File: src/mips_pkg.sv
package mips_pkg;

    ////////////////////
    // Widths
    ////////////////////

    // Datapath width, data and byte address
    parameter int LEN = 32;
    // Register file index
    parameter int NB_REG_ADDR = 5;
    // Byte lanes per word
    parameter int NB_LANES = LEN / 8;
    // Data RAM depth in words
    parameter int RAM_DEPTH_DEFAULT = 2048;

    ////////////////////
    // Plain vector types
    ////////////////////

    typedef logic [LEN-1:0]         word_t;
    typedef logic [NB_REG_ADDR-1:0] reg_addr_t;
    typedef logic [NB_LANES-1:0]    byte_en_t;
    // Byte offset inside a word
    typedef logic [1:0]             byte_off_t;

    // Access width, decoded from the narrow store/load bits
    typedef enum logic [1:0] {
        SIZE_BYTE = 2'd0,
        SIZE_HALF = 2'd1,
        SIZE_WORD = 2'd2
    } access_size_t;

    ////////////////////
    // Control structs
    ////////////////////

    // Writeback control, passes through this stage untouched
    typedef struct packed {
        logic reg_write;
        logic mem_to_reg;
    } ctrl_wb_t;

    // Memory control, MSB first as the decoder packs it
    typedef struct packed {
        logic bne;
        logic sb;
        logic sh;
        logic lb;
        logic lh;
        logic is_unsigned;
        logic branch;
        logic mem_read;
        logic mem_write;
    } ctrl_mem_t;

    // EX/MEM pipeline values, stage input
    typedef struct packed {
        word_t     address;
        word_t     write_data;
        reg_addr_t write_reg;
        ctrl_wb_t  ctrl_wb;
        ctrl_mem_t ctrl_mem;
    } ex_mem_t;

    // MEM/WB pipeline values, stage output
    typedef struct packed {
        word_t     address;
        word_t     read_data;
        reg_addr_t write_reg;
        ctrl_wb_t  ctrl_wb;
        logic      misaligned;
    } mem_wb_t;

    // Follows the RAM read data so the extender knows the lane
    typedef struct packed {
        access_size_t size;
        byte_off_t    offset;
        logic         is_unsigned;
    } rd_tag_t;

endpackage

File: src/mem_wb_stage.sv
`timescale 1ns/100ps

module mem_wb_stage
    (
        input  logic                i_clk,
        input  logic                i_rst,
        input  mips_pkg::word_t     i_rd_word,
        input  mips_pkg::rd_tag_t   i_rd_tag,
        input  mips_pkg::ex_mem_t   i_ex_mem,
        input  logic                i_misaligned,
        output mips_pkg::mem_wb_t   o_mem_wb
    );

    // Pass-through fields, aligned with the RAM read
    mips_pkg::word_t     address_q;
    mips_pkg::reg_addr_t write_reg_q;
    mips_pkg::ctrl_wb_t  ctrl_wb_q;
    logic                misaligned_q;

    logic [7:0]          lane_byte;
    logic [15:0]         lane_half;
    mips_pkg::word_t     load_data;
    mips_pkg::mem_wb_t   mem_wb_d;

    ////////////////////
    // Rising-edge stage
    ////////////////////

    always_ff @(posedge i_clk)
    begin
        if (!i_rst)
        begin
            address_q    <= '0;
            write_reg_q  <= '0;
            ctrl_wb_q    <= '0;
            misaligned_q <= 1'b0;
        end
        else
        begin
            address_q    <= i_ex_mem.address;
            write_reg_q  <= i_ex_mem.write_reg;
            ctrl_wb_q    <= i_ex_mem.ctrl_wb;
            misaligned_q <= i_misaligned;
        end
    end

    ////////////////////
    // Lane select, extend
    ////////////////////

    // Byte picked by offset, half by offset bit 1
    assign lane_byte = i_rd_word[8*i_rd_tag.offset +: 8];
    assign lane_half = i_rd_tag.offset[1] ? i_rd_word[31:16] : i_rd_word[15:0];

    // Sign comes from the top bit of the chosen lane
    always_comb
    begin
        case (i_rd_tag.size)
            mips_pkg::SIZE_BYTE:
            begin
                if (i_rd_tag.is_unsigned)
                    load_data = {24'b0, lane_byte};
                else
                    load_data = {{24{lane_byte[7]}}, lane_byte};
            end
            mips_pkg::SIZE_HALF:
            begin
                if (i_rd_tag.is_unsigned)
                    load_data = {16'b0, lane_half};
                else
                    load_data = {{16{lane_half[15]}}, lane_half};
            end
            default:
                load_data = i_rd_word;
        endcase
    end

    // Next MEM/WB value, bad access returns zero
    always_comb
    begin
        mem_wb_d.address    = address_q;
        mem_wb_d.read_data  = misaligned_q ? '0 : load_data;
        mem_wb_d.write_reg  = write_reg_q;
        mem_wb_d.ctrl_wb    = ctrl_wb_q;
        mem_wb_d.misaligned = misaligned_q;
    end

    ////////////////////
    // MEM/WB register
    ////////////////////

    // Falling edge, half a cycle after the read
    always_ff @(negedge i_clk)
    begin
        if (!i_rst)
            o_mem_wb <= '0;
        else
            o_mem_wb <= mem_wb_d;
    end

endmodule

File: config.mk
export PLATFORM = sky130hd
export DESIGN_NAME = mem_wb_stage
export DESIGN_NICKNAME = d
export VERILOG_FILES = /design/src/mips_pkg.sv /design/src/mem_wb_stage.sv
export SDC_FILE = /design/constraint.sdc
export NUM_CORES = 1
export LEC_CHECK = 0
export BUFFER_PORTS_ARGS = -buffer_cell sky130_fd_sc_hd__buf_2
export CAP_MARGIN = 10
export CORE_MARGIN = 2
export CORE_UTILIZATION = 48
export DETAILED_ROUTE_END_ITERATION = 16
export GPL_ROUTABILITY_DRIVEN = 1
export PLACE_DENSITY = 0.84
export SLEW_MARGIN = 30
export SYNTH_ARGS = -nofsm -noshare
export SYNTH_HDL_FRONTEND = slang
export SYNTH_SLANG_ARGS = --single-unit
File: constraint.sdc
create_clock -name i_clk -period 2.3 [get_ports i_clk]
set_input_delay 0.46 -clock i_clk [delete_from_list [all_inputs] [get_ports i_clk]]
set_output_delay 0.46 -clock i_clk [all_outputs]
set_load 0.02 [all_outputs]
==> results of run 1 <==
==> Yosys cell counts (all sizes together) <==
library cell	instances
or3b	1
a21o	8
nor2b	9
o22ai	1
o221a	8
or3	1
and3b	8
clkbuf	15
o21ai	8
nand2	16
mux2i	2
mux2	9
buf	8
nor4	1
nand2b	2
inv	2
a21oi	24
nor2	1
nor3b	1
or2	1
a32oi	1
and2	80
dfxtp	112
a22oi	8
==> sequential cells by signal, indices dropped and copies added (netlist names) <==
| signal | cells |
|---|---|
| o_mem_wb | 72 |
| address_q | 32 |
| ctrl_wb_q | 2 |
| misaligned_q | 1 |
| write_reg_q | 5 |
==> power by group through the flow <==
stage | sequential [mW] | combinational [mW] | clock [mW]
final | 2.10 | 0.584 | 1.70
after global routing | 2.11 | 0.621 | 1.91
after CTS | 2.10 | 0.553 | 1.69
after detailed placement | 2.11 | 0.474 | 0.192
after global placement | 2.10 | 0.464 | 0.192
after floorplan | 2.19 | 0.194 | 0.192
==> placed cells by master (no fill, tap or decap), types with 8 or more instances in the layout <==
cell / Yosys / routed
buf_2: 3 / 75
dfxtp_1: 112 / 40
buf_4: 0 / 24
and2_1: 80 / 80
a21oi_1: 22 / 16
a21oi_2: 2 / 8
dfxtp_2: 0 / 72
a22oi_1: 8 / 8
nand2_1: 16 / 16
buf_6: 3 / 74
inv_1: 2 / 73
nor2b_1: 9 / 8
o221a_2: 8 / 8
and3b_1: 8 / 8
clkbuf_8: 0 / 9
a21o_1: 8 / 8
==> worst max-delay path by stage <==
stage / from / end / slack (ps)
after detailed placement: i_rd_tag[2] / o_mem_wb[20] / -530
final: o_mem_wb[11] / o_mem_wb[11] / -200
after global placement: i_rd_tag[2] / o_mem_wb[20] / -510
after floorplan: i_rd_tag[2] / o_mem_wb[26] / -340
after CTS: o_mem_wb[20] / o_mem_wb[20] / -190
after global routing: o_mem_wb[54] / o_mem_wb[54] / -240
==> layout make-up <==
type / instances / area, µm²
Sequential cell: 112 / 2330
Fill cell: 434 / 1530
Clock buffer: 9 / 124
Multi-Input combinational cell: 190 / 1360
Timing Repair Buffer: 179 / 1510
Inverter: 1 / 3.75
Clock inverter: 79 / 345
Tap cell: 99 / 124
==> cells by family after synthesis <==
group / count (synthesis) / share of synthesized area
AOI/OAI and AO/OA: 58 / 0.113
DFF: 112 / 0.613
muxes: 11 / 0.0383
buffers and inverters: 25 / 0.0328
and+or+nand+nor: 121 / 0.203
==> metal layers <==
layer | part of all wire | wire [µm] | track usage | vias to the layer above
met4 | 0.025 | 247 | 0.128 | 0
met5 | 0 | 0 | 0 | -
met3 | 0.077 | 768 | 0.0905 | 22
met1 | 0.37 | 3720 | 0.230 | 1478
met2 | 0.53 | 5290 | 0.421 | 161
li1 | - | - | - | 1553
==> stage by stage <==
step                power (mW)  setup WS, ps  hold WS (ps)  cells  instance area [µm²]
global route              4.64          -239           251    669                 5800
CTS                       4.34          -192           255    665                 5690
floorplan                 2.57          -345           587    327                 3720
global placement          2.76          -505           667    578                 4670
finish                    4.39          -198           271    669                 5800
detailed placement        2.77          -535           670    578                 4670
==> repair_timing <==
| action | 4_1_cts | 5_1_grt |
|---|---|---|
| setup endpoints to repair | 94 | 84 |
| pin swaps | 3 | 8 |
| gates cloned | 0 | 1 |
| setup buffers | 0 | 3 |
| resized for setup | 220 | 16 |
==> metrics.txt, run 1 <==
slowest stage cell, crit path=dfxtp_2; synthesized cell area=roughly 3700 µm²; endpoint of the worst hold path=address_q[16]; TritonCTS clock tree=built; main area contributors after synthesis=dfxtp_1, and2_1, a21oi_1, o221a_2, mux2_4; run status=finished, violations left; Hold-fix buffers, CTS=0; maximum root-to-sink buffer count=2; data required time of the worst path=between 1500 and 2000 ps; final-report setup violation count=between 80 and 90; gpl congestion=between 0.8 and 0.9; DRC errors left=0; ant diodes=0; switching share of power=0.325; antenna violations before repair=0; die outline area=8340 µm²; drt first-iter violations=between 60 and 70; number of cells on the worst hold path=2; largest net degree at the start of global routing=81; final sum of negative setup slack=-12300 ps; all-layer global routing usage=0.234; I/O pin count=192; slew of the pin with the lowest slew margin=~510 ps; Leak Pwr=around 3 nW; power density of the placed cells=~760 nW/µm²; crit path buf inv count=1; capturing point of the worst reg2reg path=o_mem_wb[19]; Die Width=91.3 µm; cell type with the highest aggregate area in the netlist=dfxtp_1; CTS clock-pin slew for the worst setup and hold paths=120 ps; height of the die=about 91 µm; Worst path depth=1; number of sinks on the clock net=roughly 110; Syn Nets=447; startpoint of the most critical hold path=i_ex_mem[64]; Switch Pwr=~1.4 mW; critical path data arrival time=between 2000 and 2500 ps; Via-to-Cell Ratio=slightly below 5; Logic pwr share=0.133; Max FO, Critical Path=1; number of synthesis warnings=0; final core utilization=0.791; cell count after synthesis=327; CP max stage delay=340 ps; number of port buffers=150; insertion delay of the later-clocked pin in the worst-skew pair=approximately 440 ps; total internal power=approximately 3 mW; Setup crit end kind=output port; Worst Reg2Reg Path Length in Cells=2; crit path setup slack, layout=-198 ps; first-pass GRT wire length=15300 µm; register share of total power=0.479; post-layout net count=685; number of iterations in the first detailed-routing pass=6; worst vdd ir=~0.00052 V; violated checks=setup timing; Root Driver=clkbuf_8; Core Region=7330 µm²; CP top delay family=flip-flops; total number of placement rows=31; clock network fraction of design power=0.388; kind of start point of the critical path=flip-flop; routed wirelength normalized by instance count=about 15 µm; total via count after detailed routing=between 3000 and 4000; total count of max-transition violations in the final report=0; classification of the worst setup path=flip-flop to output port; Critical Path, Cell by Cell=buf_6; average footprint of a synthesized cell=roughly 11 µm²; number of global-route vias before repair=3360; startpoint of the worst-slack reg-to-reg timing path=misaligned_q; htree depth=3; portion of synthesized cell area occupied by the leading cell type=0.613; worst rel slew slack=0.658; Reg2Reg Setup Slack=~230 ps; number of library cell types mapped by synthesis=28; clock buffers created by TritonCTS=9; final hold violation count=0; area growth from synthesis to final layout=58.5%; number of storage elements in the synthesis netlist=approximately 110; share of synthesized area occupied by flip-flops and latches=0.613; total wire length after detailed routing=10000 µm; setup repair after global routing missed its margin=yes; global-route congestion overflow total=0; HPWL after detailed placement=roughly 6000 µm; DRT antenna net count=0; number of maximum-capacitance constraint violations=0; Worst Clk Skew=between 60 and 70 ps; share of layout cells above drive strength 1=0.526; Hold Crit Class=input pin to flip-flop; starting density of the core=0.499
(Power assumes the default switching activity.)
==> inputs of run 2 (changes only) <==
GPL_TIMING_DRIVEN = 0   (was unset)
SETUP_SLACK_MARGIN = 0.2   (was unset)
==> run 2 against run 1 <==
  * The flow still finishes with violations (setup timing)
  * Combinational power is 12% higher
  * Non-clock buffer count is 8 higher
  * Utilization is 3.4 points higher
  * Largest power group unchanged
  * Sequential cell count stayed put
  * Clock skew is 13 ps higher
  * Highest routed layer unchanged
  * Design area is 4.2% higher
  * Global-route usage is 4.0 points higher
  * Count of clock-buffer cells in the layout stayed put
  * Critical path depth stayed put
==> metrics.txt, run 2 (same netlist as run 1, synthesis figures left out) <==
number of iterations in the first detailed-routing pass=5 (was 6); run status=finished, violations left (unchanged); DRC errors left=0 (unchanged); routed wirelength normalized by instance count=17.1 µm (was 15.0 µm); worst vdd ir=0.000455 V (was 0.000524 V); Via-to-Cell Ratio=5.16 (was 4.80); Leak Pwr=3.02 nW (was 2.93 nW); number of global-route vias before repair=3744 (was 3360); most common cell after layout, fill and taps aside=buf_6 (was and2_1); crit path buf inv count=1 (unchanged); critical path data arrival time=2050 ps (was 2040 ps); Die Width=91.3 µm (unchanged); Logic pwr share=0.146 (was 0.133); area growth from synthesis to final layout=65.2% (was 58.5%); largest reg by FF count=o_mem_wb (unchanged); data required time of the worst path=1840 ps (about the same); total count of max-transition violations in the final report=0 (unchanged); gpl congestion=0.895 (was 0.869); biggest regs=o_mem_wb x72, address_q x32, write_reg_q x5 (unchanged); crit path setup slack, layout=-206 ps (was -198 ps); register share of total power=0.469 (was 0.479); height of the die=91.3 µm (unchanged); first-pass GRT wire length=17700 µm (was 15300 µm); share of layout cells above drive strength 1=0.567 (was 0.526); Fillers=379 (was 434); busiest layer in global routing=met2 (unchanged); total internal power=2.98 mW (was 2.96 mW); all-layer global routing usage=0.275 (was 0.234); final-report setup violation count=90 (was 88); worst-case hold slack=282 ps (was 271 ps); slew of the pin with the lowest slew margin=383 ps (was 513 ps); kind of start point of the critical path=flip-flop (unchanged); final hold violation count=0 (unchanged); HPWL after detailed placement=6290 µm (was 5990 µm); die outline area=8340 µm² (unchanged); starting density of the core=0.499 (unchanged); total wire length after detailed routing=11600 µm (was 10000 µm); DRT antenna net count=0 (unchanged); final non-filler cell total=677 (was 669); Reg2Reg Setup Slack=80 ps (was 230 ps); drt first-iter violations=138 (was 68); slowest stage cell, crit path=dfxtp_2 (unchanged); clock buffers created by TritonCTS=9 (unchanged); Worst Clk Skew=76.4 ps (was 63.7 ps); global routing usage on met1=0.255 (was 0.230); most frequent cells in the layout=buf_6, and2_1, buf_2, inv_1, dfxtp_2 (was and2_1, buf_2, buf_6); ant diodes=0 (unchanged); switching share of power=0.334 (was 0.325); insertion delay of the later-clocked pin in the worst-skew pair=440 ps (about the same); htree depth=3 (unchanged); number of port buffers=147 (was 150); antenna violations before repair=0 (unchanged); worst rel slew slack=0.745 (was 0.658); Hold Crit Class=input pin to flip-flop (unchanged); Max FO, Critical Path=1 (unchanged); violated checks=setup timing (unchanged); classification of the worst setup path=flip-flop to output port (unchanged); total number of placement rows=31 (unchanged); CP max stage delay=330 ps (was 340 ps); met2 GRT Util=0.502 (was 0.421); Core Region=7330 µm² (unchanged); Root Driver=clkbuf_8 (unchanged); number of maximum-capacitance constraint violations=0 (unchanged); maximum root-to-sink buffer count=2 (unchanged); global-route congestion overflow total=0 (unchanged); largest net degree at the start of global routing=21 (was 81); Hold-fix buffers, CTS=0 (unchanged); Critical Path, Cell by Cell=buf_6 (unchanged); flip-flop count of the largest register after layout=72 (unchanged); total via count after detailed routing=3496 (was 3214); clock network fraction of design power=0.384 (was 0.388); power density of the placed cells=740 nW/µm² (was 757 nW/µm²); placed instance count=573 (was 578); setup repair after global routing missed its margin=yes (unchanged); TritonCTS clock tree=built (unchanged); fraction of met3 tracks used by global routing=0.0921 (was 0.0905); Setup crit end kind=output port (unchanged); post-layout net count=693 (was 685); CTS clock-pin slew for the worst setup and hold paths=110 ps (was 120 ps); Switch Pwr=1.49 mW (was 1.43 mW); CP top delay family=flip-flops (unchanged); number of sinks on the clock net=112 (unchanged); I/O pin count=192 (unchanged)
-- run 2: cell types whose count changed in the layout (fill, tap and decap cells not counted), sizes merged --
cell,change
buf,-6
clkbuf,+14
clkinv,+3
inv,-3
-- run 2: repair_timing --
action | CTS | global route
setup endpoints to repair | 104 | 104
resized for setup | 267 | 25
pin swaps | 25 | 17
buffers inserted | 14 | 1
cloned | 2 | 0
-- run 2: worst register-to-register path, cell delays in order, from the launching register on --
cell and delay [ps]:
dfxtp_2 340, nor2b_1 110, buf_1 330, o221a_2 270
-- run 2: power groups by stage --
stage | clock (mW) | sequential [mW] | combinational, mW
floorplan | 0.192 | 2.19 | 0.208
global placement | 0.192 | 2.10 | 0.461
detailed placement | 0.192 | 2.11 | 0.472
CTS | 1.66 | 2.10 | 0.610
global route | 1.92 | 2.11 | 0.688
finish | 1.72 | 2.10 | 0.655
-- run 2: cell type report --
type / instances / area [µm²] / share of cell area
Sequential cell: 112 / 2330 / 0.386
Multi-Input combinational cell: 190 / 1470 / 0.243
Timing Repair Buffer: 164 / 1370 / 0.227
Clock inverter: 79 / 337 / 0.0557
Buffer: 23 / 282 / 0.0466
Clock buffer: 9 / 124 / 0.0205
Tap cell: 99 / 124 / 0.0205
Inverter: 1 / 3.75 / 0.000621
-- run 2: metrics by stage --
stage	setup slack [ps]	utilization	power [mW]	setup TNS, ps	cell area [µm²]
final	-206	0.825	4.48	-12190	6050
after global routing	-219	0.825	4.71	-14360	6050
after CTS	-186	0.813	4.37	-12310	5960
after detailed placement	-563	0.635	2.77	-15390	4660
after global placement	-512	0.635	2.76	-14400	4660
after floorplan	-345	-	2.59	-8230	3800
-- run 2: layer usage --
layer	vias to the layer above	part of all wire
met2	246	0.53
met5	-	0
met3	55	0.097
met1	1625	0.33
met4	0	0.046
li1	1570	-
-- run 2: final timing paths --
| kind | start | end | depth (start not counted) |
|---|---|---|---|
| worst max-delay path | o_mem_wb[12] | o_mem_wb[12] | 1 |
| worst min-delay path | i_ex_mem[61] | address_q[13] | 2 |
| worst max register to register | misaligned_q | o_mem_wb[23] | 3 |
| worst min register to register | address_q[24] | o_mem_wb[64] | 1 |
